==> config.mk <==
export PLATFORM = sky130hd
export DESIGN_NAME = id_ex_regs_flat
export DESIGN_NICKNAME = d
export VERILOG_FILES = /design/src/rv_pkg.sv /design/src/uop_if.sv /design/src/id_ex_regs.sv /design/src/flat_wrapper.sv
export SDC_FILE = /design/constraint.sdc
export NUM_CORES = 1
export LEC_CHECK = 0
export ABC_AREA = 1
export BUFFER_PORTS_ARGS = -buffer_cell sky130_fd_sc_hd__buf_2
export CELL_PAD_IN_SITES_DETAIL_PLACEMENT = 1
export CELL_PAD_IN_SITES_GLOBAL_PLACEMENT = 2
export CORE_AREA = 2 2 212 214
export CTS_CLUSTER_SIZE = 16
export DETAILED_ROUTE_END_ITERATION = 10
export DIE_AREA = 0 0 214 216
export PLACE_DENSITY_LB_ADDON = 0.12
export REMOVE_ABC_BUFFERS = 1
export SYNTH_ARGS = -nofsm -noshare
export SYNTH_HDL_FRONTEND = slang
export SYNTH_SLANG_ARGS = --single-unit
export TNS_END_PERCENT = 50
==> constraint.sdc <==
create_clock -name clk -period 0.8 [get_ports clk]
set_input_delay 0.08 -clock clk [delete_from_list [all_inputs] [get_ports clk]]
set_output_delay 0.08 -clock clk [all_outputs]
set_load 0.05 [all_outputs]
==> src/rv_pkg.sv <==
package rv_pkg;

    localparam int XLEN   = 64;
    localparam int REG_AW = 5;

    typedef enum logic [6:0] {
        OPC_OP     = 7'b0110011,
        OPC_OP_IMM = 7'b0010011,
        OPC_LUI    = 7'b0110111,
        OPC_AUIPC  = 7'b0010111,
        OPC_JAL    = 7'b1101111,
        OPC_JALR   = 7'b1100111,
        OPC_BRANCH = 7'b1100011
    } opcode_e;

    typedef enum logic [3:0] {
        ALU_ADD, ALU_SUB, ALU_AND, ALU_OR, ALU_XOR, ALU_SLL,
        ALU_SRL, ALU_SRA, ALU_SLT, ALU_SLTU, ALU_PASS_B
    } alu_op_e;

    typedef enum logic [2:0] {
        BR_NONE, BR_EQ, BR_NE, BR_LT, BR_GE, BR_LTU, BR_GEU, BR_JUMP
    } br_op_e;

    typedef struct packed {
        logic [6:0]        funct7;
        logic [REG_AW-1:0] rs2;
        logic [REG_AW-1:0] rs1;
        logic [2:0]        funct3;
        logic [REG_AW-1:0] rd;
        logic [6:0]        opcode;
    } r_fmt_t;

    typedef struct packed {
        logic [11:0]       imm;
        logic [REG_AW-1:0] rs1;
        logic [2:0]        funct3;
        logic [REG_AW-1:0] rd;
        logic [6:0]        opcode;
    } i_fmt_t;

    typedef struct packed {
        logic              imm12;
        logic [5:0]        imm10_5;
        logic [REG_AW-1:0] rs2;
        logic [REG_AW-1:0] rs1;
        logic [2:0]        funct3;
        logic [3:0]        imm4_1;
        logic              imm11;
        logic [6:0]        opcode;
    } b_fmt_t;

    // jump field order, bits 31:12 in sequence also form the u immediate
    typedef struct packed {
        logic              imm20;
        logic [9:0]        imm10_1;
        logic              imm11;
        logic [7:0]        imm19_12;
        logic [REG_AW-1:0] rd;
        logic [6:0]        opcode;
    } uj_fmt_t;

    typedef union packed {
        r_fmt_t  r;
        i_fmt_t  i;
        b_fmt_t  b;
        uj_fmt_t uj;
    } rv_instr_u;

    typedef struct packed {
        logic [XLEN-1:0]   pc;
        logic [XLEN-1:0]   a;
        logic [XLEN-1:0]   b;
        logic [XLEN-1:0]   imm;
        alu_op_e           alu_op;
        br_op_e            br_op;
        logic [REG_AW-1:0] rd;
        logic              wen;
        logic              link;     // result is pc+4
        logic              jalr;     // target is a+imm
        logic              illegal;
        logic              valid;
    } uop_t;

endpackage

==> src/uop_if.sv <==
interface uop_if;

    logic         valid;
    rv_pkg::uop_t payload;

    modport src (
        output valid,
        output payload
    );

    modport dst (
        input valid,
        input payload
    );

endinterface

==> src/id_ex_regs.sv <==
module id_ex_regs (
    input logic clk,
    input logic rst_n,
    uop_if.dst  in,
    uop_if.src  out
);

    // a bubble stores an all-zero micro-op
    always_ff @(posedge clk or negedge rst_n) begin
        if (!rst_n) begin
            out.valid   <= 1'b0;
            out.payload <= '0;
        end else begin
            out.valid   <= in.valid;
            out.payload <= in.valid ? in.payload : '0;
        end
    end

endmodule

==> src/flat_wrapper.sv <==
// flat-port wrapper written by rule: the top's interface ports become plain ports
module id_ex_regs_flat 
  (clk, rst_n, in_valid, in_payload, out_valid, out_payload);
  uop_if in_i ();
  uop_if out_i ();
  input logic clk;
  input logic rst_n;
  input wire logic [$bits(in_i.valid)-1:0] in_valid;
  input wire logic [$bits(in_i.payload)-1:0] in_payload;
  output wire logic [$bits(out_i.valid)-1:0] out_valid;
  output wire logic [$bits(out_i.payload)-1:0] out_payload;
  assign in_i.valid = in_valid;
  assign in_i.payload = in_payload;
  assign out_valid = out_i.valid;
  assign out_payload = out_i.payload;
  id_ex_regs u_core (.clk(clk), .rst_n(rst_n), .in(in_i), .out(out_i));
endmodule
### Word-level counts from Yosys, hierarchy flattened

Cells that the tools add are included.

* output and inout bits: 274
* bits of input ports: 276
* word-level logic and storage cells: 14
* flip-flop bits (word level): 274

* multiplexer cells: 1

Operators by type and width (number)
* 2-to-1 mux 273 bit: 1

### Depth between registers and ports, before layout

* depth after elaboration: 1
* gate-level depth with buffers: 4
* mapped depth without buffers: 2

### Worst setup path before layout

No wires, ideal clock.

* kind: register to output
* from: register, netlist name u_core.out.payload[0]
* to: output port out_payload[0]
* stages on the path, launching flop included: 1
* arrival: 586 ps
* buffers on the path: 0
* data required time: 720 ps
* slack: 134 ps
* cell sequence: dfrtp_1

RTL lines
* to (decl): line flat_wrapper.sv:11 `output wire logic [$bits(out_i.payload)-1:0] out_payload;`

No word-level cell between the ends.

### Worst setup path in the final report

* from: register, netlist name u_core.out.payload[107]
* to: output port out_payload[107]

No word-level cell between the ends.

==> run_results.csv <==
group,metric,value,unit
outcome,status,"finished, violations left",
outcome,violations,"setup timing",
setup_path,cp.arrival,1.09,ns
sta,setup_viol,274,
sta,rsz0062_at_grt,"yes",
floorplanning,initial_core_util,21.2,%
synth,synthMuxAreaShare,0,%
setup_path,crit_fanout,1,
synth,syn_avg_cell_area,10.9,um2
synth,ys_seq_elements,274,
setup_path,worstSetupStartpointType,"flip-flop",
finish,diodes,0,
finish,area_growth,97.2,%
synth,synthAdderAreaFrac,0,%
clock_network,post_cts_buffers,0,
floorplanning,num_io_pins,550,
global_route,grt-ovfl-total,0,
route,m1WireLength,13.7,mm
finish,nets,1985,
synth,ys_types,5,
sta,relSlewSlack,73.9,%
route,ant_nets,0,
job,maxCapViolations,0,
global_route,grt_max_degree,64,
synth,synth_top_family_by_area,"buffers and inverters",
floorplanning,design.core.area,43800,um2
placement,globalplace.congestion,0.800,
clock_network,cts_tree,"yes",
clock_network,cts_inserted_buffers,35,
pwr,combPwrFrac,19.8,%
finish,final_common_cell,"dlygate4sd3_1",
floorplanning,fp.dieH,216,um
sta,slew_violations,0,
pwr,p_int,26.9,mW
global_route,antenna_found_initial,0,
sta,period_needed,1.17,ns
finish,final_cell_mix,"dlygate4sd3_1, buf_6, dfrtp_1",
route,top_layer_used,"met4",
sta,fmax,0.852,GHz
pwr,netSwitchingFraction,28.7,%
clock_network,root_buffer,"clkbuf_16",
placement,io_buffers,549,
route,dr.pass1.iters,4,
setup_path,crit_cells,1,
sta,worst_slack,-0.373,ns
pwr,powerDensity,2060,nW/um2
floorplanning,die_area,46200,um2
pwr,p_sw,10.8,mW
synth,synth-simple-area-share,11.0,%
pwr,power_frac_seq,39.6,%
global_route,grt.total_usage,16.6,%
setup_path,crit_type,"flip-flop to output port",
pwr,p_total,37.7,mW
synth,synth_compound_area_share,0,%
route,wirelength,37.9,mm
clock_network,htree_levels,2,
hold_path,holdPathStages,4,
setup_path,required,0.72,ns
finish,utilization,41.8,%
synth,synth-xor-area-share,0,%
setup_path,crit_path_cell_trace,"buf_6",
setup_path,critical_path.top_delay_family,"flip-flops",
route,drt_iter0_drc,235,
clock_network,clock-sinks,274,
global_route,grt_first_pass_wirelength,58.9,mm
route,dr_total_vias,8486,
hold_path,hp-class,"input pin to flip-flop",
pwr,power.clock.fraction,40.6,%
floorplanning,rows,77,
sta,fin_crit_sh,147,%
sta,hold_viol_final,0,
route,vias_per_cell,3.65,
synth,ys_seq_area_share,73.8,%
synth,synth_cells,850,
pwr,irDropWorstVdd,1330,uV
setup_path,cp-end-kind,"output port",
placement,pre_cts_ws,-0.0653,ns
sta,worst_pin_slew,0.392,ns
pwr,cellLeakagePower,10.9,nW
route,wl_met3,3.19,mm
route,post-route-drc-count,0,
setup_path,cp_slowest_cell,"dfrtp_1",
clock_network,clk_path_buf_depth,3,
route,wl_per_cell,16.3,um
clock_network,cts.clk_slew.worst_paths,0.06,ns
sta,worst_hold_slack,0.0473,ns
sta,setup_tns,-91.92,ns
placement,hpwl,27.0,mm
synth,syn_area,9290,um2
floorplanning,die_w,214,um
global_route,grt_pass1_vias,9932,
setup_path,cp.buffers_inverters,1,
synth,yosysWarnings,0,
setup_path,max_stage_delay,0.40,ns
route,met2_length,20.0,mm
finish,layout-drive-gt1-share,36.2,%
-- cell type report --
| cell class | count | area [um2] |
|---|---|---|
| clock buffer | 55 | 1080 |
| clock inverter | 4 | 22.5 |
| fill | 4908 | 25500 |
| inverter | 273 | 1020 |
| multi-input combinational | 273 | 1020 |
| sequential | 274 | 6860 |
| tap | 592 | 741 |
| timing repair buffer | 852 | 7570 |
-- cell families (layout without fill, tap and decap cells) --
kind of cell,count (synthesis),count (layout)
buffers and inverters,303,1184
flip-flops,274,274
AND/OR/NAND/NOR,273,273
-- power groups by stage --
| stage | clock (mW) | combinational, mW | sequential, mW |
|---|---|---|---|
| final | 15.3 | 7.47 | 14.9 |
| after global routing | 16.6 | 7.96 | 15.0 |
| after global placement | 0 | 5.52 | 15.0 |
| after CTS | 16.0 | 7.58 | 14.9 |
| after detailed placement | 0 | 5.56 | 15.0 |
| after floorplan | 0 | 0.494 | 17.6 |
-- synthesized netlist by cell type --
cell      count  share of area (%)
inv_1       273                 11
nand2_1     273                 11
clkbuf_8     20                3.0
buf_6        10                1.2
dfrtp_1     274                 74
-- per-stage QoR --
step                area (um2)  std cells
finish                   18300       2323
CTS                      18300       2323
floorplan                 8910        820
global placement         12700       1988
global route             18300       2323
detailed placement       12700       1988
-- worst paths after layout --
| check | startpoint | slack, ns | endpoint |
|---|---|---|---|
| min in group asynchronous | rst_n | 0.10 | u_core.out.payload[97]$_DFF_PN0_ |
| worst max-delay path | u_core.out.payload[107]$_DFF_PN0_ | -0.37 | out_payload[107] |
| max in group asynchronous | rst_n | 0.28 | u_core.out.payload[195]$_DFF_PN0_ |
| worst min-delay path | in_valid | 0.05 | u_core.out.payload[224]$_DFF_PN0_ |
-- state kept, by name (all words and copies together), names as in the netlist --
name	flops
u_core.out.payload	273
u_core.out.valid	1
-- per-layer routing --
layer,global-route usage (%),up-vias
li1,-,3996
met1,17.8,4127
met2,30.3,309
met3,6.50,54
met4,4.78,0
met5,0,-
-- timing repair --
item | 4_1_cts | 5_1_grt
resized for setup | 548 | 1
hold buffers | 276 | 0
endpoints found under the hold margin | 548 | 0
setup endpoints to repair | 274 | 276
Note: power is estimated with default switching activity, not from simulation.
