--- src/rv_pkg.sv ---
package rv_pkg;

    localparam int XLEN   = 64;
    localparam int REG_AW = 5;

    typedef enum logic [6:0] {
        OPC_OP     = 7'b0110011,
        OPC_OP_IMM = 7'b0010011,
        OPC_LUI    = 7'b0110111,
        OPC_AUIPC  = 7'b0010111,
        OPC_JAL    = 7'b1101111,
        OPC_JALR   = 7'b1100111,
        OPC_BRANCH = 7'b1100011
    } opcode_e;

    typedef enum logic [3:0] {
        ALU_ADD, ALU_SUB, ALU_AND, ALU_OR, ALU_XOR, ALU_SLL,
        ALU_SRL, ALU_SRA, ALU_SLT, ALU_SLTU, ALU_PASS_B
    } alu_op_e;

    typedef enum logic [2:0] {
        BR_NONE, BR_EQ, BR_NE, BR_LT, BR_GE, BR_LTU, BR_GEU, BR_JUMP
    } br_op_e;

    typedef struct packed {
        logic [6:0]        funct7;
        logic [REG_AW-1:0] rs2;
        logic [REG_AW-1:0] rs1;
        logic [2:0]        funct3;
        logic [REG_AW-1:0] rd;
        logic [6:0]        opcode;
    } r_fmt_t;

    typedef struct packed {
        logic [11:0]       imm;
        logic [REG_AW-1:0] rs1;
        logic [2:0]        funct3;
        logic [REG_AW-1:0] rd;
        logic [6:0]        opcode;
    } i_fmt_t;

    typedef struct packed {
        logic              imm12;
        logic [5:0]        imm10_5;
        logic [REG_AW-1:0] rs2;
        logic [REG_AW-1:0] rs1;
        logic [2:0]        funct3;
        logic [3:0]        imm4_1;
        logic              imm11;
        logic [6:0]        opcode;
    } b_fmt_t;

    // jump field order, bits 31:12 in sequence also form the u immediate
    typedef struct packed {
        logic              imm20;
        logic [9:0]        imm10_1;
        logic              imm11;
        logic [7:0]        imm19_12;
        logic [REG_AW-1:0] rd;
        logic [6:0]        opcode;
    } uj_fmt_t;

    typedef union packed {
        r_fmt_t  r;
        i_fmt_t  i;
        b_fmt_t  b;
        uj_fmt_t uj;
    } rv_instr_u;

    typedef struct packed {
        logic [XLEN-1:0]   pc;
        logic [XLEN-1:0]   a;
        logic [XLEN-1:0]   b;
        logic [XLEN-1:0]   imm;
        alu_op_e           alu_op;
        br_op_e            br_op;
        logic [REG_AW-1:0] rd;
        logic              wen;
        logic              link;     // result is pc+4
        logic              jalr;     // target is a+imm
        logic              illegal;
        logic              valid;
    } uop_t;

endpackage

--- src/rv_writeback.sv ---
module rv_writeback (
    input  logic                      clk,
    input  logic                      rst_n,
    input  logic                      res_valid_i,
    input  logic [rv_pkg::REG_AW-1:0] res_rd_i,
    input  logic                      res_wen_i,
    input  logic [rv_pkg::XLEN-1:0]   res_data_i,
    input  logic                      res_taken_i,
    input  logic [rv_pkg::XLEN-1:0]   res_target_i,
    input  logic                      res_illegal_i,
    output logic                      fwd1_valid_o,
    output logic [rv_pkg::REG_AW-1:0] fwd1_rd_o,
    output logic [rv_pkg::XLEN-1:0]   fwd1_data_o,
    output logic                      rf_wen_o,
    output logic [rv_pkg::REG_AW-1:0] rf_waddr_o,
    output logic [rv_pkg::XLEN-1:0]   rf_wdata_o,
    output logic                      wb_valid_o,
    output logic [rv_pkg::REG_AW-1:0] wb_rd_o,
    output logic [rv_pkg::XLEN-1:0]   wb_data_o,
    output logic                      wb_wen_o,
    output logic                      branch_taken_o,
    output logic [rv_pkg::XLEN-1:0]   branch_target_o,
    output logic                      illegal_o
);

    always_ff @(posedge clk or negedge rst_n) begin
        if (!rst_n) begin
            wb_valid_o     <= 1'b0;
            wb_wen_o       <= 1'b0;
            branch_taken_o <= 1'b0;
            illegal_o      <= 1'b0;
        end else begin
            wb_valid_o     <= res_valid_i;
            wb_wen_o       <= res_valid_i & res_wen_i & (res_rd_i != '0);
            branch_taken_o <= res_taken_i;
            illegal_o      <= res_illegal_i;
        end
    end

    always_ff @(posedge clk) begin
        wb_rd_o         <= res_rd_i;
        wb_data_o       <= res_data_i;
        branch_target_o <= res_target_i;
    end

    // stage 1 bypass straight from execute
    assign fwd1_valid_o = res_valid_i & res_wen_i & (res_rd_i != '0);
    assign fwd1_rd_o    = res_rd_i;
    assign fwd1_data_o  = res_data_i;

    // regfile takes it on the next edge, stage 2 bypass in between
    assign rf_wen_o   = wb_wen_o;
    assign rf_waddr_o = wb_rd_o;
    assign rf_wdata_o = wb_data_o;

endmodule

--- config.mk ---
export PLATFORM = sky130hd
export DESIGN_NAME = rv_writeback
export DESIGN_NICKNAME = d
export VERILOG_FILES = /design/src/rv_pkg.sv /design/src/rv_writeback.sv
export SDC_FILE = /design/constraint.sdc
export NUM_CORES = 1
export LEC_CHECK = 0
export BUFFER_PORTS_ARGS = -buffer_cell sky130_fd_sc_hd__buf_2
export CAP_MARGIN = 20
export CORE_AREA = 4 4 159 161
export CTS_CLUSTER_DIAMETER = 100
export DETAILED_ROUTE_END_ITERATION = 7
export DIE_AREA = 0 0 163 165
export PLACE_DENSITY = 0.48
export SLEW_MARGIN = 30
export SYNTH_ARGS = -nofsm -noshare
export SYNTH_HDL_FRONTEND = slang
export SYNTH_SLANG_ARGS = --single-unit
--- constraint.sdc ---
create_clock -name clk -period 1.3 [get_ports clk]
set_clock_uncertainty 0.15 [all_clocks]
set_input_delay 0 -clock clk [delete_from_list [all_inputs] [get_ports clk]]
set_output_delay 0 -clock clk [all_outputs]
set_load 0.02 [all_outputs]
==> Yosys cells after proc, flatten, opt, wreduce, memory -nomap -nowiden <==
Cells that the tools add are included.
{ "op_classes": {"muxes": 0, "magnitude_cmp": 0, "add_sub_neg": 0, "n_div": 0, "multipliers": 0, "n_reduce_logical": 1, "bitwise": 2, "shift": 0, "n_eq_ne": 0} }
{ "ops": {"columns": ["op", "count"], "rows": [
  ["5-bit nonzero test", 1],
  ["1-bit bitwise AND", 2]
]} }
{ "word_totals": {"input_bits": 139, "regBits": 137, "memories": 0, "latch_bits": 0, "rom_bits": 0, "out_inout_bits": 277, "ram_bits": 0} }

==> Depth between registers and ports, before layout <==
{ "depth": {"word_depth": 2, "ltp_mapped": 2, "ltp_nobuf": 2} }

==> Least setup slack after synthesis <==
OpenSTA, ideal clock, no wires.
{ "synth_path": {"path_kind": "input port to flip-flop", "startpoint": "input res_rd_i[3] in the netlist's numbering", "endpoint": "register wb_wen_o, in the netlist rf_wen_o", "path_stages": 2, "setup_time_ns": 0.164, "arrival_time_ns": 0.732, "t_required_ns": 0.986, "setup_slack_ns": 0.254, "cell_sequence": "or3_1 > o311a_1"} }
{ "synth_between": {"elab_chain_cells": 2} }
{ "synth_lines": {"columns": ["element", "line", "rtl"], "rows": [
  ["start, declared", "rv_writeback.sv:5", "input logic [rv_pkg::REG_AW-1:0] res_rd_i,"],
  ["5-bit nonzero test", null, null],
  ["1-bit bitwise AND", null, null],
  ["named net fwd1_valid_o", "rv_writeback.sv:11", "output logic fwd1_valid_o,"],
  ["end signal, assigned", "rv_writeback.sv:34", "wb_wen_o <= res_valid_i & res_wen_i & (res_rd_i != '0);"],
  ["end, declared", "rv_writeback.sv:20", "output logic wb_wen_o,"]
]} }
The timed path passes the listed nets, and every way through them passes these cells.

==> Worst setup path after layout <==
{ "layout_path": {"startpoint": "input res_rd_i[3] in the netlist's numbering", "endpoint": "register wb_wen_o, in the netlist rf_wen_o"} }
{ "layout_between": {"elab_chain_cells": 2} }
{ "layout_lines": {"columns": ["element", "line"], "rows": [
  ["5-bit nonzero test", "rv_writeback.sv:34"],
  ["1-bit bitwise AND", "rv_writeback.sv:34"]
]} }
Every way passes these cells.

==> flow_metrics.py <==
metrics = {
    "sta": {
        "timing.setup.tns_ns": 0,
        "max_freq_mhz": 815,
        "setup_viol": 0,
        "final_hold_viol_count": 0,
        "final-max-slew-violation-count": 0,
        "fin_crit_ns": 1.23,
        "timing.hold.ws_ns": 0.0756,
        "final_period_utilization": 0.943,
        "worst_slew_margin_rel": 0.871,
        "setup_repair_after_global_routing_missed_its_margin": "false",
        "worstMarginPinSlew_ns": 0.193,
    },
    "setup_path": {
        "worstSetupStartpoint": "res_rd_i[3]",
        "crit_buf_inv": 2,
        "crit_path_cell_trace": "buf_2 > or3_1 > o311a_1 > dlygate4sd3_1",
        "cp_slowest_cell": "sky130_fd_sc_hd__dlygate4sd3_1",
        "data_arrival_time_of_the_critical_path_ns": 1.37,
        "setup.worst_path.start_class": "input port",
        "required_ns": 1.44,
        "crit_path_max_fanout": 3,
        "cpLargestDelayFamily": "buffers and inverters",
        "slowest_delay_ns": 0.56,
        "timing.setup.critical_path_class": "input port to register",
        "end_kind": "register",
    },
    "layout": {
        "drive_above_1_share": 0.614,
        "layout.nets": 852,
        "fillerInstances": 2462,
        "layout_commonest_cell": "sky130_fd_sc_hd__buf_2",
        "flow.area_growth_from_synthesis_pct": 89.4,
        "layout.cells.most_common_list": "415 x sky130_fd_sc_hd__buf_2, 140 x sky130_fd_sc_hd__dlygate4sd3_1, 133 x sky130_fd_sc_hd__dfxtp_1",
    },
    "route": {
        "drt_pre_antenna_iters": 4,
        "routed_wl_um": 14200,
        "ant_nets": 0,
        "vias_per_cell": 3.15,
        "route.detailed.drc": 0,
        "drtIter0Drc": 66,
        "dr_total_vias": 3306,
        "routed_wire_length_per_instance_um": 13.5,
    },
    "worst_hold_path": {
        "min-delay-path-class": "input port to register",
        "hold_start": "res_target_i[14]",
    },
    "global_routing": {
        "first_global_vias": 3461,
        "grt_pass1_wl_um": 19400,
        "pin_count_of_the_biggest_net_entering_global_routing": 17,
        "grt_antenna_before_repair": 0,
        "total_grt_usage": 0.0976,
        "gr-total-overflow": 0,
    },
    "placement": {
        "gp_congestion": 0.752,
        "hpwlAfterDp_um": 10200,
        "placement.io_buffers": 415,
    },
    "synth": {
        "post_synth_main_area_contributors": "sky130_fd_sc_hd__dfxtp_1 70%, sky130_fd_sc_hd__buf_4 27%, sky130_fd_sc_hd__dfrtp_1 2.6%",
        "yosys_warnings": 0,
        "synth_top_area_share": 0.697,
        "netlist-cell-type-count": 5,
        "post_synth_inst_count": 278,
        "yosysTopAreaCell": "sky130_fd_sc_hd__dfxtp_1",
        "synthesis.area_um2": 3820,
        "share_of_the_yosys_chip_area_belonging_to_registers": 0.723,
        "syn_avg_cell_area_um2": 13.7,
        "postSynthRegisterBits": 137,
        "synth.net_count": 417,
    },
    "clocking": {
        "tritoncts": "done",
        "clk_pin_slew_worst_paths_ns": 0.07,
        "number_of_buffers_inserted_during_clock_tree_synthesis": 17,
        "cts-htree-levels": 4,
        "clockBufferDepth": 2,
        "cts-root-buf": "sky130_fd_sc_hd__clkbuf_16",
        "clock-sinks": 137,
        "cts-resized-gates": 0,
    },
    "job": {
        "max_cap_violations": 0,
    },
    "pwr": {
        "maximum_vdd_drop_mv": 0.610,
        "power.static_leakage_nw": 3.66,
        "pwr_density_cell_nw_per_um2": 1500,
    },
    "floorplanning": {
        "pin_count": 416,
        "dieWidth_um": 163,
        "die_h_um": 165,
        "dieArea_um2": 26900,
        "placeableCoreArea_um2": 24000,
        "rows": 57,
        "start_util": 0.160,
    },
    "run_status": {
        "outcome": "complete, no violations",
    },
}
sequential cells by signal, indices dropped and copies added (netlist names):
register	cells
wb_valid_o	1
rf_waddr_o	5
rf_wen_o	1
rf_wdata_o	64
illegal_o	1
branch_taken_o	1
branch_target_o	64
per-stage QoR:
step / setup WS [ns] / std cells / utilization / instance area, µm² / power, W
6_report: 0.0737 / 1051 / 0.302 / 7240 / 0.0108
5_1_grt: 0.0750 / 1050 / 0.302 / 7240 / 0.0113
4_1_cts: 0.0983 / 1050 / 0.302 / 7240 / 0.0110
3_3_place_gp: 0.164 / 878 / 0.220 / 5260 / 0.00592
2_1_floorplan: 0.254 / 278 / - / 3820 / 0.00552
3_5_place_dp: 0.153 / 878 / 0.220 / 5260 / 0.00592
kinds of logic after synthesis:
kind of cell / Yosys count / synth area share
flops: 137 / 0.723
simple gates: 1 / 0.00164
compound gates: 1 / 0.00262
buf+inv: 139 / 0.273
routing by layer:
layer,share of wire,vias to the layer above,track usage
met3,0.091,9,0.0392
met2,0.53,211,0.178
met1,0.36,1498,0.101
met5,0,-,0
li1,-,1588,-
met4,0.013,0,0.0362
cells in the mapped netlist (all sizes together):
| cell type | count |
|---|---|
| buf | 139 |
| o311a | 1 |
| dfrtp | 4 |
| or3 | 1 |
| dfxtp | 133 |
final cells by class:
class	count	area, µm²	share of cell area
Antenna cell	1	2.50	0.000346
Clock buffer	20	457	0.0631
Clock inverter	12	116	0.0161
Multi-Input combinational cell	2	16.3	0.00225
Sequential cell	137	2760	0.382
Tap cell	324	405	0.0560
Timing Repair Buffer	555	3480	0.481
report_power, final:
part | internal [W] | switching (W)
Clock | 0.00276 | 0.00192
Sequential | 0.00443 | 0.0000850
Combinational | 0.000719 | 0.000921
Total | 0.00791 | 0.00293
final timing paths:
path | slack (ns) | endpoint | cells past startpoint
setup / recovery | 0.07 | rf_wen_o | 4
hold / removal | 0.08 | branch_target_o[14] | 2
max in group asynchronous | 0.48 | wb_valid_o | 3
min in group asynchronous | 0.35 | branch_taken_o | 3
repair_timing:
item                                    in CTS  in global routing
hold buffers                               140                  0
buffers inserted                             0                  0
hold endpoints to repair                   141                  0
endpoints found under the setup margin       0                  0
Power figures use the tool's default switching activity.
