## src/rv_pkg.sv

```systemverilog
package rv_pkg;

    localparam int XLEN   = 64;
    localparam int REG_AW = 5;

    typedef enum logic [6:0] {
        OPC_OP     = 7'b0110011,
        OPC_OP_IMM = 7'b0010011,
        OPC_LUI    = 7'b0110111,
        OPC_AUIPC  = 7'b0010111,
        OPC_JAL    = 7'b1101111,
        OPC_JALR   = 7'b1100111,
        OPC_BRANCH = 7'b1100011
    } opcode_e;

    typedef enum logic [3:0] {
        ALU_ADD, ALU_SUB, ALU_AND, ALU_OR, ALU_XOR, ALU_SLL,
        ALU_SRL, ALU_SRA, ALU_SLT, ALU_SLTU, ALU_PASS_B
    } alu_op_e;

    typedef enum logic [2:0] {
        BR_NONE, BR_EQ, BR_NE, BR_LT, BR_GE, BR_LTU, BR_GEU, BR_JUMP
    } br_op_e;

    typedef struct packed {
        logic [6:0]        funct7;
        logic [REG_AW-1:0] rs2;
        logic [REG_AW-1:0] rs1;
        logic [2:0]        funct3;
        logic [REG_AW-1:0] rd;
        logic [6:0]        opcode;
    } r_fmt_t;

    typedef struct packed {
        logic [11:0]       imm;
        logic [REG_AW-1:0] rs1;
        logic [2:0]        funct3;
        logic [REG_AW-1:0] rd;
        logic [6:0]        opcode;
    } i_fmt_t;

    typedef struct packed {
        logic              imm12;
        logic [5:0]        imm10_5;
        logic [REG_AW-1:0] rs2;
        logic [REG_AW-1:0] rs1;
        logic [2:0]        funct3;
        logic [3:0]        imm4_1;
        logic              imm11;
        logic [6:0]        opcode;
    } b_fmt_t;

    // jump field order, bits 31:12 in sequence also form the u immediate
    typedef struct packed {
        logic              imm20;
        logic [9:0]        imm10_1;
        logic              imm11;
        logic [7:0]        imm19_12;
        logic [REG_AW-1:0] rd;
        logic [6:0]        opcode;
    } uj_fmt_t;

    typedef union packed {
        r_fmt_t  r;
        i_fmt_t  i;
        b_fmt_t  b;
        uj_fmt_t uj;
    } rv_instr_u;

    typedef struct packed {
        logic [XLEN-1:0]   pc;
        logic [XLEN-1:0]   a;
        logic [XLEN-1:0]   b;
        logic [XLEN-1:0]   imm;
        alu_op_e           alu_op;
        br_op_e            br_op;
        logic [REG_AW-1:0] rd;
        logic              wen;
        logic              link;     // result is pc+4
        logic              jalr;     // target is a+imm
        logic              illegal;
        logic              valid;
    } uop_t;

endpackage

```

## src/rv_regfile.sv

```systemverilog
module rv_regfile (
    input  logic                      clk,
    input  logic                      rst_n,
    input  logic [rv_pkg::REG_AW-1:0] raddr1_i,
    input  logic [rv_pkg::REG_AW-1:0] raddr2_i,
    output logic [rv_pkg::XLEN-1:0]   rdata1_o,
    output logic [rv_pkg::XLEN-1:0]   rdata2_o,
    input  logic                      wen_i,
    input  logic [rv_pkg::REG_AW-1:0] waddr_i,
    input  logic [rv_pkg::XLEN-1:0]   wdata_i
);

    logic [rv_pkg::XLEN-1:0] regs [32];

    always_ff @(posedge clk or negedge rst_n) begin
        if (!rst_n) begin
            for (int k = 0; k < 32; k++) begin
                regs[k] <= '0;
            end
        end else if (wen_i && waddr_i != '0) begin
            regs[waddr_i] <= wdata_i;
        end
    end

    assign rdata1_o = (raddr1_i == '0) ? '0 : regs[raddr1_i];  // x0 reads zero
    assign rdata2_o = (raddr2_i == '0) ? '0 : regs[raddr2_i];

endmodule

```

## config.mk

```make
export PLATFORM = sky130hd
export DESIGN_NAME = rv_regfile
export DESIGN_NICKNAME = d
export VERILOG_FILES = /design/src/rv_pkg.sv /design/src/rv_regfile.sv
export SDC_FILE = /design/constraint.sdc
export NUM_CORES = 2
export LEC_CHECK = 0
export ABC_CLOCK_PERIOD_IN_PS = 3270
export BUFFER_PORTS_ARGS = -buffer_cell sky130_fd_sc_hd__buf_2
export CORE_MARGIN = 1.5
export CORE_UTILIZATION = 41
export CTS_CLUSTER_SIZE = 24
export DETAILED_ROUTE_END_ITERATION = 6
export SETUP_SLACK_MARGIN = 0.05
export SYNTH_ARGS = -nofsm -noshare
export SYNTH_HDL_FRONTEND = slang
export SYNTH_SLANG_ARGS = --single-unit
```

## constraint.sdc

```tcl
create_clock -name clk -period 3.27 [get_ports clk]
set_input_delay 0.654 -clock clk [delete_from_list [all_inputs] [get_ports clk]]
set_output_delay 0.654 -clock clk [all_outputs]
set_load 0.02 [all_outputs]
```

# After elaboration in Yosys (flattened, before gate mapping)
# Cells that the tools add are included.
dict set report word_totals {
  register_bits 2048
  input_bits 82
  out_inout_bits 128
  wordCells 55
}
dict set report op_classes {
  magnitude_cmp 4
  mux 11
  bitwise_logic 3
  reduce_logical 5
}
# operator n
set ops {}
lappend ops {{2048-bit bitwise mux} 1}
lappend ops {{64-bit binary-select mux with 5-bit select} 2}
lappend ops {{64-bit two-way mux} 7}
lappend ops {{64-bit demux with 5-bit select} 1}
lappend ops {{6-bit >= comparator, second input constant} 3}
lappend ops {{5-bit inverter with 6-bit output} 3}
lappend ops {{5-bit zero test} 2}
lappend ops {{6-bit by 1-bit < comparator with 1-bit output, second input constant} 1}
lappend ops {{5-bit nonzero test} 1}
lappend ops {{1-bit logical AND} 2}

# Depth between registers and ports, before layout
dict set report depth {
  depth_word 6
  ltp_mapped 10
  mapped_depth_nobuf 4
}

# Worst setup path before layout
# OpenSTA, ideal clock, no wires.
dict set report synth_timing {
  path_type {input to output}
  start {input port raddr2_i[1] in the netlist's numbering}
  end {output port rdata2_o[39] in the netlist's numbering}
  t_arrival_ns 2.854
  required_ns 2.616
  path_slack_ns -0.238
  cell_stages 7
  path_buffers 3
  path_cell_list {buf_4 -> buf_2 -> or2_2 -> clkbuf_1 -> o22ai_1 -> nor4_1 -> a2111oi_0}
}
dict set report synth_between {
  elab_chain_len 5
  word_cells_on_any_way 6
  cone_classes {4 x mux; 1 x bitwise; 1 x reduce/logical}
}
# element line
set synth_rtl {}
lappend synth_rtl {{start, declared} rv_regfile.sv:5} ;# input logic [rv_pkg::REG_AW-1:0] raddr2_i,
lappend synth_rtl {{5-bit inverter with 6-bit output (not written as such)} rv_regfile.sv:26} ;# assign rdata2_o = (raddr2_i == '0) ? '0 : regs[raddr2_i];
lappend synth_rtl {{64-bit binary-select mux with 5-bit select} rv_regfile.sv:26}
lappend synth_rtl {{64-bit two-way mux (not written as such) (2 in a row)} rv_regfile.sv:26}
lappend synth_rtl {{64-bit two-way mux (*)} rv_regfile.sv:26}
lappend synth_rtl {{end, declared} rv_regfile.sv:7} ;# output logic [rv_pkg::XLEN-1:0] rdata2_o,
# Mark *: on every way between the ends. The rest lies on a longest branch, timed or not. The select of a mux whose other input is x is not followed.

# Final worst setup path
dict set report layout_timing {
  start {register regs[1380] in the netlist's numbering}
  end {output port rdata1_o[36] in the netlist's numbering}
}
dict set report layout_between {
  elab_chain_len 4
}
# element line
set layout_rtl {}
lappend layout_rtl {{start, declared} rv_regfile.sv:13} ;# logic [rv_pkg::XLEN-1:0] regs [32];
lappend layout_rtl {{start signal, assigned by index} rv_regfile.sv:21} ;# regs[waddr_i] <= wdata_i;
lappend layout_rtl {{64-bit binary-select mux with 5-bit select} rv_regfile.sv:25} ;# assign rdata1_o = (raddr1_i == '0) ? '0 : regs[raddr1_i];
lappend layout_rtl {{64-bit two-way mux (not written as such) (2 in a row)} rv_regfile.sv:25}
lappend layout_rtl {{64-bit two-way mux} rv_regfile.sv:25}
lappend layout_rtl {{end, declared} rv_regfile.sv:6} ;# output logic [rv_pkg::XLEN-1:0] rdata1_o,
# No other way between the ends. The select of a mux whose other input is x is not followed.

==> flow_metrics.py <==
metrics = {
    "run_status": {
        "status": "finished, violations left",
        "failed_checks": "setup timing",
    },
    "logic_synthesis": {
        "synth.cell_area_um2": 108000,
        "combinational_family_with_the_most_area_after_synthesis": "multiplexers",
        "synthXorXnorAreaFrac_pct": 0,
        "synth_compound_area_share_pct": 2.14,
        "synthCells": 6963,
        "yosys.cell_types.count": 48,
        "synth_top_area_share_pct": 47.3,
        "synth.net_count": 7045,
        "synth-main-ff-cell": "sky130_fd_sc_hd__dfrtp_1",
        "ys_async_sr_fraction_pct": 100,
        "yosysSeqAreaShare_pct": 47.3,
        "synth-edff-count": 0,
        "postSynthRegisterBits": 2048,
        "synth_mux_area_share_pct": 45.9,
        "synthAdderAreaFrac_pct": 0,
        "yosys.area_share.simple_pct": 1.41,
        "yosys_warnings": 0,
        "synth.top_cells.by_area": "sky130_fd_sc_hd__dfrtp_1 47%, sky130_fd_sc_hd__mux2_2 21%, sky130_fd_sc_hd__mux4_2 20%, sky130_fd_sc_hd__mux2i_1 4.8%, sky130_fd_sc_hd__clkbuf_1 1.5%",
        "syn_area_per_cell_um2": 15.6,
        "yosys.area.top_type": "sky130_fd_sc_hd__dfrtp_1",
    },
    "hold_path": {
        "type_of_the_most_critical_hold_path": "primary input to asynchronous set/reset pin",
    },
    "power": {
        "power.leakage_nw": 57.2,
        "total_power_mw": 77.7,
        "vdd_ir_drop_max_v": 0.000545,
        "power.density_nw_per_um2": 592,
    },
    "critical_path": {
        "timing.critical_path.to": "rdata1_o[36]",
        "timing.critical_path.from": "regs[1380]$_DFFE_PN0P_",
        "reg2reg_to": "regs[1226]$_DFFE_PN0P_",
        "worst-r2r-cell-count": 3,
        "ff2ff_setup_slack_ns": 2.26,
        "required_ns": 2.62,
        "start_kind": "register",
        "critical_path.endpoint_type": "primary output",
        "timing.setup.critical_path_class": "register to primary output",
        "crit_fanout": 3,
        "worst_r2r_startpoint": "regs[1226]$_DFFE_PN0P_",
        "worst_ep_arrival_time_ns": 2.77,
    },
    "global_route": {
        "grt_overflow": 0,
        "antenna_found_initial": 38,
        "grt_max_degree": 137,
        "first_global_vias": 72800,
        "grt_usage_pct": 27.5,
        "grt_first_pass_wirelength_um": 534000,
    },
    "timing": {
        "final-setup-viol-count": 27,
        "finalCriticalPeriod_ns": 3.42,
        "clock.fmax_mhz": 292,
        "clock-skew-final_ns": 0,
        "report.final.slew_viol_count": 0,
        "timing_worst_slew_pin_value_ns": 0.966,
        "period_share_pct": 105,
        "report.final.hold_viol_count": 0,
        "grt_setup_unrepaired": "yes",
        "worst_slew_margin_rel_pct": 35.6,
        "timing.final.ws_setup_ns": -0.149,
    },
    "clocking": {
        "clock_latency_reported_for_the_late_side_of_the_worst_skew_pair_ns": 0.87,
        "cts_buffer_depth": 3,
        "cts.htree.levels": 4,
        "cts.clk_slew.worst_paths_ns": 0.06,
        "clock_tree.root_cell": "sky130_fd_sc_hd__clkbuf_16",
        "tritoncts": "done",
        "cts_buffers": 225,
        "tritoncts_num_sinks": 2048,
    },
    "cells_and_area": {
        "multi_input_gate_area_um2": 55300,
        "instances_no_fill": 11100,
        "layout.nets": 7501,
        "area_growth_pct": 21.2,
        "stdcell_area_um2": 131000,
        "layout.filler_cells": 22000,
        "finalCoreUtilization_pct": 50.0,
        "largest_register_ffs": 2048,
        "final_layout_size_suffix_gt1_share_pct": 60.5,
        "largest_register": "regs",
        "layout_top_registers": "regs (2048)",
        "seq_area_um2": 51200,
    },
    "floorplanning": {
        "die_width_um": 517,
        "die_height_um": 517,
        "fp.dieArea_um2": 268000,
        "initial_utilization_pct": 41.3,
        "core_footprint_um2": 263000,
        "top_level_ports": 210,
        "std_cell_rows": 188,
    },
    "routing": {
        "vias": 69600,
        "final_antenna_net_count": 0,
        "drc": 0,
        "initialDrtViolationCount": 6111,
        "wl_per_cell_um": 33.1,
        "routed_wl_um": 369000,
        "first_pass_iters": 5,
        "route.detailed.vias_per_inst": 6.25,
    },
    "job": {
        "timing.max_cap.violations": 0,
    },
    "placement": {
        "detailedPlacementHpwl_um": 223000,
        "place_congestion": 0.830,
        "dpl.cell_count": 10500,
        "numPortBuffers": 209,
        "placement.cell_area_um2": 118000,
    },
}
[through the flow]
step                TNS, ns  setup slack, ns  hold WS [ns]
floorplan                 0          0.00652         0.358
global placement     -25.59           -0.744         0.360
detailed placement   -25.69           -0.769         0.363
CTS                   -3.37           -0.207         0.296
global route          -4.38           -0.224         0.317
finish                -1.87           -0.149         0.326
[layout by cell type, fill, tap and decap left out, types with 9 or more instances in the layout]
cell / n
sky130_fd_sc_hd__a21oi_1: 13
sky130_fd_sc_hd__clkbuf_16: 238
sky130_fd_sc_hd__mux2i_2: 41
sky130_fd_sc_hd__a22oi_1: 26
sky130_fd_sc_hd__or2_1: 38
sky130_fd_sc_hd__o22ai_2: 38
sky130_fd_sc_hd__buf_16: 62
sky130_fd_sc_hd__nand2_4: 16
sky130_fd_sc_hd__clkbuf_1: 75
sky130_fd_sc_hd__diode_2: 10
sky130_fd_sc_hd__a211o_1: 13
sky130_fd_sc_hd__o22a_1: 16
sky130_fd_sc_hd__buf_6: 159
sky130_fd_sc_hd__a31o_4: 12
sky130_fd_sc_hd__nor2_1: 18
sky130_fd_sc_hd__nor2b_4: 9
sky130_fd_sc_hd__buf_2: 78
sky130_fd_sc_hd__buf_4: 458
sky130_fd_sc_hd__mux2_1: 14
sky130_fd_sc_hd__buf_12: 246
sky130_fd_sc_hd__nor3_1: 16
sky130_fd_sc_hd__mux2_2: 1993
sky130_fd_sc_hd__nor2b_1: 28
sky130_fd_sc_hd__mux2_4: 15
sky130_fd_sc_hd__mux4_2: 968
sky130_fd_sc_hd__a22o_1: 11
sky130_fd_sc_hd__or2_4: 34
sky130_fd_sc_hd__mux2i_1: 472
sky130_fd_sc_hd__clkinv_2: 31
sky130_fd_sc_hd__dfrtp_1: 2048
sky130_fd_sc_hd__o22ai_1: 144
sky130_fd_sc_hd__nand2_1: 21
sky130_fd_sc_hd__nor2_4: 12
sky130_fd_sc_hd__clkbuf_8: 63
sky130_fd_sc_hd__buf_8: 18
[power breakdown]
| group | leakage (nW) | switching, mW | total (mW) | internal, mW |
|---|---|---|---|---|
| clock | 3.68 | 11.0 | 25.7 | 14.7 |
| combinational | 27.3 | 7.14 | 18.2 | 11.0 |
| sequential | 26.3 | 3.62 | 33.8 | 30.2 |
[how the worst min path moves through the flow]
| stage | cells past startpoint | slack [ns] | to |
|---|---|---|---|
| 5_1_grt | 2 | 0.32 | regs[1021]$_DFFE_PN0P_ |
| 6_report | 2 | 0.33 | regs[829]$_DFFE_PN0P_ |
| 2_1_floorplan | 0 | 0.36 | regs[0]$_DFFE_PN0P_ |
| 3_5_place_dp | 0 | 0.36 | regs[1992]$_DFFE_PN0P_ |
| 4_1_cts | 3 | 0.30 | regs[1602]$_DFFE_PN0P_ |
| 3_3_place_gp | 0 | 0.36 | regs[2015]$_DFFE_PN0P_ |
[cell families after synthesis]
| logic type | Yosys count |
|---|---|
| AO/OA/AOI/OAI | 328 |
| flip-flops | 2048 |
| multiplexers | 3510 |
| buffers and inverters | 807 |
| AND/OR/NAND/NOR | 270 |
[critical path, cell delays in order (launching register included)]
cell	delay [ns]
sky130_fd_sc_hd__dfrtp_1	0.41
sky130_fd_sc_hd__mux4_2	0.47
sky130_fd_sc_hd__mux4_2	0.49
sky130_fd_sc_hd__mux2_4	0.34
sky130_fd_sc_hd__buf_6	0.15
[synthesized netlist by cell type (all sizes together), types with 5 or more instances]
cell     number
dfrtp      2048
mux2       2022
mux4        968
mux2i       520
clkbuf      434
buf         373
o22ai       182
or2          74
nand2        40
nor2b        39
nor2         31
a22oi        26
nor3         21
o22a         17
a211oi       14
nand2b       14
a211o        13
a21oi        13
a31o         13
nor4         13
o221ai       12
a22o         11
a2111oi       9
and2          9
nand3         9
and3          5
o31ai         5
[final cells by class]
type,instances,area share (%)
multi-input combinational,4108,42.1
sequential,2048,39.0
timing repair buffer,1036,9.82
clock buffer,365,5.20
tap,3515,3.35
clock inverter,53,0.511
antenna,10,0.0190
[timing repair]
action / 4_1_cts / 5_1_grt
endpoints found under the setup margin: 128 / 125
setup buffers: 129 / 39
hold buffers: 1 / 0
cloned: 38 / 10
resized for setup: 483 / 183
endpoints found under the hold margin: 49 / 0
pin swaps: 133 / 133
[metal layers]
| layer | global-route usage, % | up-vias | routed length (um) |
|---|---|---|---|
| met5 | 0 | - | 156 |
| met2 | 45.0 | 2473 | 179000 |
| met3 | 4.32 | 611 | 21900 |
| li1 | - | 28000 | - |
| met1 | 37.9 | 38600 | 156000 |
| met4 | 8.19 | 24 | 11600 |
Note: power is estimated with default switching activity, not from simulation.
