--- config.mk ---
export PLATFORM = sky130hd
export DESIGN_NAME = rv_execute_flat
export DESIGN_NICKNAME = d
export VERILOG_FILES = /design/src/rv_pkg.sv /design/src/uop_if.sv /design/src/rv_execute.sv /design/src/flat_wrapper.sv
export SDC_FILE = /design/constraint.sdc
export NUM_CORES = 2
export LEC_CHECK = 0
export BUFFER_PORTS_ARGS = -buffer_cell sky130_fd_sc_hd__buf_4
export CAP_MARGIN = 5
export CELL_PAD_IN_SITES_DETAIL_PLACEMENT = 0
export CELL_PAD_IN_SITES_GLOBAL_PLACEMENT = 1
export CORE_UTILIZATION = 47
export DETAILED_ROUTE_END_ITERATION = 6
export MAX_ROUTING_LAYER = met4
export PLACE_DENSITY = 0.88
export SETUP_SLACK_MARGIN = 0.1
export SLEW_MARGIN = 10
export SYNTH_ARGS = -nofsm -noshare
export SYNTH_HDL_FRONTEND = slang
export SYNTH_SLANG_ARGS = --single-unit
export TNS_END_PERCENT = 1
--- constraint.sdc ---
create_clock -name vclk -period 9.3
set_clock_uncertainty 0.05 [all_clocks]
set_input_delay 1.395 -clock vclk [all_inputs]
set_output_delay 1.395 -clock vclk [all_outputs]
set_load 0.02 [all_outputs]
--- src/rv_pkg.sv ---
package rv_pkg;

    localparam int XLEN   = 64;
    localparam int REG_AW = 5;

    typedef enum logic [6:0] {
        OPC_OP     = 7'b0110011,
        OPC_OP_IMM = 7'b0010011,
        OPC_LUI    = 7'b0110111,
        OPC_AUIPC  = 7'b0010111,
        OPC_JAL    = 7'b1101111,
        OPC_JALR   = 7'b1100111,
        OPC_BRANCH = 7'b1100011
    } opcode_e;

    typedef enum logic [3:0] {
        ALU_ADD, ALU_SUB, ALU_AND, ALU_OR, ALU_XOR, ALU_SLL,
        ALU_SRL, ALU_SRA, ALU_SLT, ALU_SLTU, ALU_PASS_B
    } alu_op_e;

    typedef enum logic [2:0] {
        BR_NONE, BR_EQ, BR_NE, BR_LT, BR_GE, BR_LTU, BR_GEU, BR_JUMP
    } br_op_e;

    typedef struct packed {
        logic [6:0]        funct7;
        logic [REG_AW-1:0] rs2;
        logic [REG_AW-1:0] rs1;
        logic [2:0]        funct3;
        logic [REG_AW-1:0] rd;
        logic [6:0]        opcode;
    } r_fmt_t;

    typedef struct packed {
        logic [11:0]       imm;
        logic [REG_AW-1:0] rs1;
        logic [2:0]        funct3;
        logic [REG_AW-1:0] rd;
        logic [6:0]        opcode;
    } i_fmt_t;

    typedef struct packed {
        logic              imm12;
        logic [5:0]        imm10_5;
        logic [REG_AW-1:0] rs2;
        logic [REG_AW-1:0] rs1;
        logic [2:0]        funct3;
        logic [3:0]        imm4_1;
        logic              imm11;
        logic [6:0]        opcode;
    } b_fmt_t;

    // jump field order, bits 31:12 in sequence also form the u immediate
    typedef struct packed {
        logic              imm20;
        logic [9:0]        imm10_1;
        logic              imm11;
        logic [7:0]        imm19_12;
        logic [REG_AW-1:0] rd;
        logic [6:0]        opcode;
    } uj_fmt_t;

    typedef union packed {
        r_fmt_t  r;
        i_fmt_t  i;
        b_fmt_t  b;
        uj_fmt_t uj;
    } rv_instr_u;

    typedef struct packed {
        logic [XLEN-1:0]   pc;
        logic [XLEN-1:0]   a;
        logic [XLEN-1:0]   b;
        logic [XLEN-1:0]   imm;
        alu_op_e           alu_op;
        br_op_e            br_op;
        logic [REG_AW-1:0] rd;
        logic              wen;
        logic              link;     // result is pc+4
        logic              jalr;     // target is a+imm
        logic              illegal;
        logic              valid;
    } uop_t;

endpackage

--- src/uop_if.sv ---
interface uop_if;

    logic         valid;
    rv_pkg::uop_t payload;

    modport src (
        output valid,
        output payload
    );

    modport dst (
        input valid,
        input payload
    );

endinterface

--- src/rv_execute.sv ---
module rv_execute (
    uop_if.dst                        uop,
    output logic                      res_valid_o,
    output logic [rv_pkg::REG_AW-1:0] res_rd_o,
    output logic                      res_wen_o,
    output logic [rv_pkg::XLEN-1:0]   res_data_o,
    output logic                      res_taken_o,
    output logic [rv_pkg::XLEN-1:0]   res_target_o,
    output logic                      res_illegal_o
);

    rv_pkg::uop_t            u;
    logic [rv_pkg::XLEN-1:0] a, b, alu_res, jalr_sum;
    logic [5:0]              shamt;
    logic                    cond, live;

    assign u     = uop.payload;
    assign a     = u.a;
    assign b     = u.b;   // register value or immediate, picked at decode
    assign shamt = b[5:0];
    assign live  = uop.valid & u.valid;

    always_comb begin
        case (u.alu_op)
            rv_pkg::ALU_ADD:    alu_res = a + b;
            rv_pkg::ALU_SUB:    alu_res = a - b;
            rv_pkg::ALU_AND:    alu_res = a & b;
            rv_pkg::ALU_OR:     alu_res = a | b;
            rv_pkg::ALU_XOR:    alu_res = a ^ b;
            rv_pkg::ALU_SLL:    alu_res = a << shamt;
            rv_pkg::ALU_SRL:    alu_res = a >> shamt;
            rv_pkg::ALU_SRA:    alu_res = $signed(a) >>> shamt;
            rv_pkg::ALU_SLT:    alu_res = {63'b0, $signed(a) < $signed(b)};
            rv_pkg::ALU_SLTU:   alu_res = {63'b0, a < b};
            rv_pkg::ALU_PASS_B: alu_res = b;
            default:            alu_res = '0;
        endcase
    end

    always_comb begin
        case (u.br_op)
            rv_pkg::BR_EQ:   cond = a == b;
            rv_pkg::BR_NE:   cond = a != b;
            rv_pkg::BR_LT:   cond = $signed(a) < $signed(b);
            rv_pkg::BR_GE:   cond = $signed(a) >= $signed(b);
            rv_pkg::BR_LTU:  cond = a < b;
            rv_pkg::BR_GEU:  cond = a >= b;
            rv_pkg::BR_JUMP: cond = 1'b1;
            default:         cond = 1'b0;
        endcase
    end

    assign jalr_sum = a + u.imm;

    assign res_valid_o   = live;
    assign res_rd_o      = u.rd;
    assign res_wen_o     = live & u.wen;
    assign res_data_o    = u.link ? u.pc + 64'd4 : alu_res;
    assign res_taken_o   = live & cond;
    assign res_illegal_o = live & u.illegal;

    // target only reported when taken
    always_comb begin
        if (!res_taken_o) res_target_o = '0;
        else if (u.jalr)  res_target_o = {jalr_sum[rv_pkg::XLEN-1:1], 1'b0};
        else              res_target_o = u.pc + u.imm;
    end

endmodule

--- src/flat_wrapper.sv ---
// flat-port wrapper written by rule: the top's interface ports become plain ports
module rv_execute_flat 
  (res_valid_o, res_rd_o, res_wen_o, res_data_o, res_taken_o, res_target_o, res_illegal_o, uop_valid, uop_payload);
  uop_if uop_i ();
  output logic res_valid_o;
  output logic [rv_pkg::REG_AW-1:0] res_rd_o;
  output logic res_wen_o;
  output logic [rv_pkg::XLEN-1:0] res_data_o;
  output logic res_taken_o;
  output logic [rv_pkg::XLEN-1:0] res_target_o;
  output logic res_illegal_o;
  input wire logic [$bits(uop_i.valid)-1:0] uop_valid;
  input wire logic [$bits(uop_i.payload)-1:0] uop_payload;
  assign uop_i.valid = uop_valid;
  assign uop_i.payload = uop_payload;
  rv_execute u_core (.uop(uop_i), .res_valid_o(res_valid_o), .res_rd_o(res_rd_o), .res_wen_o(res_wen_o), .res_data_o(res_data_o), .res_taken_o(res_taken_o), .res_target_o(res_target_o), .res_illegal_o(res_illegal_o));
endmodule
# After elaboration in Yosys (flattened, before gate mapping)
# Index checks and enable logic that the tools add are counted.
# totals
ff_bits	0
latch_bits	0
ram_bits	0
rom_bits	0
inputBits	274
out_inout_bits	137
elab_cells	44
n_memories	0
# op_classes
addsub	5
mul	0
n_div	0
magnitude_cmp	4
n_eq_ne	19
shifts	3
muxes	5
bitwise_logic	7
reduce_logical	1
# ops
cell	n
$pmux 64 s11	1
$add 64x64->64	3
$mux 64	3
$ge 64x64->1	2
$lt 64x64->1	2
$add 64x3->64 const B	1
$and 64x64->64	1
$eq 64x64->1	1
$ne 64x64->1	1
$or 64x64->64	1
$shl 64x6->64	1
$shr 64x6->64	1
$sshr 64x6->64	1
$sub 64x64->64	1
$xor 64x64->64	1
$eq 4x3->1 const B	4
$eq 3x3->1 const B	4
$eq 4x4->1 const B	3
$eq 4x2->1 const B	2
$pmux 1 s7	1
$eq 3x2->1 const B	2
$and 1x1->1	4
$eq 4x1->1 const B	1
$logic_not 4->1	1
$eq 3x1->1 const B	1

# Longest topological paths before layout
# logic_depth
word_depth	4
mapped_depth	19
ltp_nobuf	15

# Worst setup path after synthesis
# Ideal clock, no wire load.
# synth_path
kind	input to output
from	input uop_payload[83]
to	output res_data_o[63] (netlist bit)
arrival_time_ps	5975
required_time_ps	7855
setup_slack_ps	1880
path_stages	18
n_path_buf	5
cell_sequence	inv_2 > buf_1 > buf_1 > clkbuf_1 > clkbuf_1 > ha_1 > buf_2 > nor3_1 > a21oi_1 > a21oi_1 > a211oi_1 > a31oi_1 > o211ai_1 > or4b_1 > nand2_1 > a2111oi_0 > o21a_1 > o31ai_1
# synth_via
elab_chain_len	3
elab_cells_between_ends	7
classes_between	2 x add/sub; 3 x shift; 2 x mux
# synth_rtl
item	line_no	rtl
from (decl)	flat_wrapper.sv:13	input wire logic [$bits(uop_i.payload)-1:0] uop_payload;
$sub 64x64->64 (tied with other cells)	rv_execute.sv:26	rv_pkg::ALU_SUB: alu_res = a - b;
$pmux 64 s11 (*)	rv_execute.sv:24	case (u.alu_op)
$mux 64 (*)	rv_execute.sv:58	assign res_data_o = u.link ? u.pc + 64'd4 : alu_res;
to (decl)	flat_wrapper.sv:8	output logic [rv_pkg::XLEN-1:0] res_data_o;
# Every way passes the cells marked *; elsewhere a longest branch is shown, timed or not.

# Worst setup path in the final report
# layout_path
from	input uop_payload[83]
to	output res_data_o[49] (netlist bit)
# The elaborated chain is that of the path after synthesis.

==> results.json <==
{
  "worstPathMaxFanout": 45,
  "worst_hold_path_type": "input port to output port",
  "report.final.slew_viol_count": 2,
  "setup_viol_count_final": 0,
  "fp.dieH_um": 252,
  "synthMuxAreaShare_pct": 14.0,
  "area_delta_synth_final_pct": 11.7,
  "portBuffers": 401,
  "vias_per_cell": 7.23,
  "min_delay_worst_endpoint": "res_rd_o[1]",
  "globalRouteTotalUtil_pct": 53.2,
  "timing.critical_path.cells": "buf_4 -> inv_4 -> ha_1 -> nor3_1 -> a21oi_1 -> a21oi_1 -> a211oi_1 -> a31oi_1 -> a211oi_1 -> o31ai_1 -> buf_4 -> a2111oi_0 -> o21bai_1 -> xnor2_1 -> a221o_1 -> buf_4",
  "grt_pass1_vias": 35200,
  "drtAntennaViolNets": 0,
  "violations": "design-rule violations, max-capacitance violations, max-slew violations",
  "globalRoute.busiestLayer": "met2",
  "timing.max_slew.rel_slack_pct": -4.15,
  "ctsResizeCount": 0,
  "synthAdderAreaFrac_pct": 13.9,
  "final_net_count": 5185,
  "cts_post_setup_buffers_inserted": 0,
  "finalCritPeriodShare_pct": 84.5,
  "numPlacedInstances": 5423,
  "initial_antenna_violation_count": 18,
  "synth_compound_area_share_pct": 35.7,
  "crit_slowest_cell": "sky130_fd_sc_hd__a211oi_1",
  "detail_route.wirelength_um": 173000,
  "route.detailed.wl_per_inst_um": 31.8,
  "worstPathRequired_ps": 7860,
  "timing.critical_path.slowest_cell_delay_ps": 730,
  "final.setup.tns_ps": 0,
  "finalHoldViolCount": 0,
  "critPathLaunchType": "input port",
  "yosys.area_share.xor_xnor_pct": 6.72,
  "setup.worst_path.end_class": "output port",
  "postLayoutCoreUtil_pct": 53.1,
  "floorplan.initialDensity_pct": 47.5,
  "yosysWarningCount": 0,
  "finalWeightedCongestion": 1.17,
  "grt_setup_unrepaired": "no",
  "grt_use_met3_pct": 16.8,
  "critical_path_class": "input port to output port",
  "holdBufCountCts": 0,
  "drv.max_cap_violation_count": 1,
  "outcome": "finished with violations",
  "holdPathStages": 0,
  "synth_top_area_share_pct": 13.6,
  "syn-num-nets": 5027,
  "top_level_ports": 411,
  "synth_top_family_by_area": "compound AO/OA/AOI/OAI gates",
  "seq_area_um2": 0,
  "critical-path-top-cell-by-count": "sky130_fd_sc_hd__buf_4",
  "drt_pass1_iterations": 7,
  "first_pass_grt_wire_length_um": 243000,
  "syn-instance-count": 4430,
  "number_of_placement_rows": 91,
  "grt_start_max_net_pins": 108,
  "design.seq.count": 0,
  "syn_area_per_cell_um2": 6.62,
  "placeableCoreArea_um2": 61700,
  "grt.met2_usage_pct": 73.6,
  "synth-seq-area-share_pct": 0,
  "synth_top_cells_by_area": "sky130_fd_sc_hd__ha_1 14%, sky130_fd_sc_hd__a21oi_1 8.4%, sky130_fd_sc_hd__mux4_2 8.1%",
  "grt_overflow_total": 0,
  "route.detailed.drc": 23,
  "synthSimpleGateAreaFrac_pct": 22.1,
  "worst-endpoint-arrival_ps": 6420,
  "period_minus_slack_ps": 7860,
  "clkbuf_count": 0,
  "cell_area_after_synthesis_um2": 29300,
  "min_from": "uop_payload[6]",
  "worst_slew_pin_slew_ps": 1520,
  "floorplan.die.width_um": 252,
  "finalNonFillerCells": 5445,
  "detail_route.iter0.violations": 6334,
  "die_area_um2": 63400,
  "detailed_place_hpwl_um": 136000,
  "netlist-cell-type-count": 90,
  "fmax_mhz": 127,
  "globalRouteMet1Util_pct": 66.2,
  "vias": 39400,
  "yosys.area.top_type": "sky130_fd_sc_hd__ha_1",
  "fraction_of_layout_cells_with_a_size_suffix_above_1_pct": 14.4
}
final cells by class:
type / instances / area [um2]
tap: 837 / 1050
inverter: 261 / 983
timing repair buffer: 467 / 3540
antenna: 22 / 55.1
multi-input combinational: 3858 / 27100
fill: 6425 / 29000
how the worst max path moves through the flow:
stage / from / to / slack, ps / cells past startpoint
6_report: uop_payload[83] / res_data_o[49] / 1440 / 16
5_1_grt: uop_payload[81] / res_data_o[0] / 1420 / 18
4_1_cts: uop_payload[81] / res_data_o[0] / 1760 / 18
3_5_place_dp: uop_payload[81] / res_data_o[0] / 1780 / 18
3_3_place_gp: uop_payload[81] / res_data_o[0] / 1760 / 18
2_1_floorplan: uop_payload[83] / res_data_o[63] / 1880 / 18
worst max-delay path, delay by kind of cell:
family | cells | cell delay [ps]
XOR/XNOR | 1 | 100
adder cells (fa/ha/maj) | 1 | 500
AND/OR/NAND/NOR | 1 | 120
buffers and inverters | 4 | 950
AO/OA/AOI/OAI | 9 | 3330
cell families (layout without fill, tap and decap cells):
| kind of cell | count (synthesis) | count (layout) |
|---|---|---|
| multiplexers | 273 | 273 |
| buffers and inverters | 572 | 728 |
| XOR/XNOR | 225 | 225 |
| AND/OR/NAND/NOR | 1409 | 1409 |
| adder cells (fa/ha/maj) | 323 | 323 |
| other | 0 | 22 |
| AO/OA/AOI/OAI | 1628 | 1628 |
metal layers:
layer	vias to the layer above	wire (um)
met3	716	26300
met1	18400	63600
met5	-	0
met4	0	14000
met2	3393	69100
li1	16900	-
Yosys cell counts (46+ instances only):
cell	number
sky130_fd_sc_hd__inv_1	254
sky130_fd_sc_hd__mux4_2	106
sky130_fd_sc_hd__o22ai_1	60
sky130_fd_sc_hd__ha_1	319
sky130_fd_sc_hd__xor2_1	72
sky130_fd_sc_hd__nand4_1	74
sky130_fd_sc_hd__nand2_1	382
sky130_fd_sc_hd__o31ai_1	46
sky130_fd_sc_hd__o21ai_0	321
sky130_fd_sc_hd__o211ai_1	58
sky130_fd_sc_hd__a21o_1	103
sky130_fd_sc_hd__nor3_1	92
sky130_fd_sc_hd__nand3_1	93
sky130_fd_sc_hd__o21bai_1	69
sky130_fd_sc_hd__a211oi_1	72
sky130_fd_sc_hd__a221oi_1	60
sky130_fd_sc_hd__xnor2_1	153
sky130_fd_sc_hd__nor2_1	507
sky130_fd_sc_hd__clkbuf_1	216
sky130_fd_sc_hd__mux2i_1	137
sky130_fd_sc_hd__a31oi_1	46
sky130_fd_sc_hd__buf_1	51
sky130_fd_sc_hd__a21oi_1	494
placed cells by master (no fill, tap or decap), types with 12 or more instances in the layout:
cell type | netlist | layout
sky130_fd_sc_hd__a2111oi_0 | 15 | 14
sky130_fd_sc_hd__a211o_1 | 18 | 18
sky130_fd_sc_hd__a211oi_1 | 72 | 72
sky130_fd_sc_hd__a21boi_0 | 14 | 14
sky130_fd_sc_hd__a21o_1 | 103 | 103
sky130_fd_sc_hd__a21oi_1 | 494 | 493
sky130_fd_sc_hd__a221oi_1 | 60 | 60
sky130_fd_sc_hd__a22oi_1 | 44 | 44
sky130_fd_sc_hd__a31oi_1 | 46 | 46
sky130_fd_sc_hd__a41oi_1 | 12 | 12
sky130_fd_sc_hd__and2_1 | 26 | 26
sky130_fd_sc_hd__and3_1 | 32 | 32
sky130_fd_sc_hd__buf_4 | 8 | 464
sky130_fd_sc_hd__diode_2 | 0 | 22
sky130_fd_sc_hd__ha_1 | 319 | 319
sky130_fd_sc_hd__inv_1 | 254 | 252
sky130_fd_sc_hd__mux2_2 | 30 | 30
sky130_fd_sc_hd__mux2i_1 | 137 | 137
sky130_fd_sc_hd__mux4_2 | 106 | 106
sky130_fd_sc_hd__nand2_1 | 382 | 380
sky130_fd_sc_hd__nand2b_1 | 43 | 43
sky130_fd_sc_hd__nand3_1 | 93 | 93
sky130_fd_sc_hd__nand4_1 | 74 | 74
sky130_fd_sc_hd__nor2_1 | 507 | 507
sky130_fd_sc_hd__nor2b_1 | 35 | 35
sky130_fd_sc_hd__nor3_1 | 92 | 88
sky130_fd_sc_hd__nor4_1 | 40 | 40
sky130_fd_sc_hd__o2111ai_1 | 24 | 24
sky130_fd_sc_hd__o211ai_1 | 58 | 58
sky130_fd_sc_hd__o21a_1 | 27 | 27
sky130_fd_sc_hd__o21ai_0 | 321 | 321
sky130_fd_sc_hd__o21bai_1 | 69 | 69
sky130_fd_sc_hd__o221ai_1 | 23 | 23
sky130_fd_sc_hd__o22ai_1 | 60 | 60
sky130_fd_sc_hd__o31ai_1 | 46 | 46
sky130_fd_sc_hd__or2_2 | 12 | 12
sky130_fd_sc_hd__or3_1 | 30 | 29
sky130_fd_sc_hd__xnor2_1 | 153 | 153
sky130_fd_sc_hd__xor2_1 | 72 | 72
stage by stage:
stage                     setup WS [ps]  instance area, um2  hold slack (ps)
after floorplan                    1880               29300             2850
after global placement             1760               32700             2740
after detailed placement           1780               32700             2740
after CTS                          1760               32700             2740
after global routing               1420               32700             2740
final                              1440               32800             2740
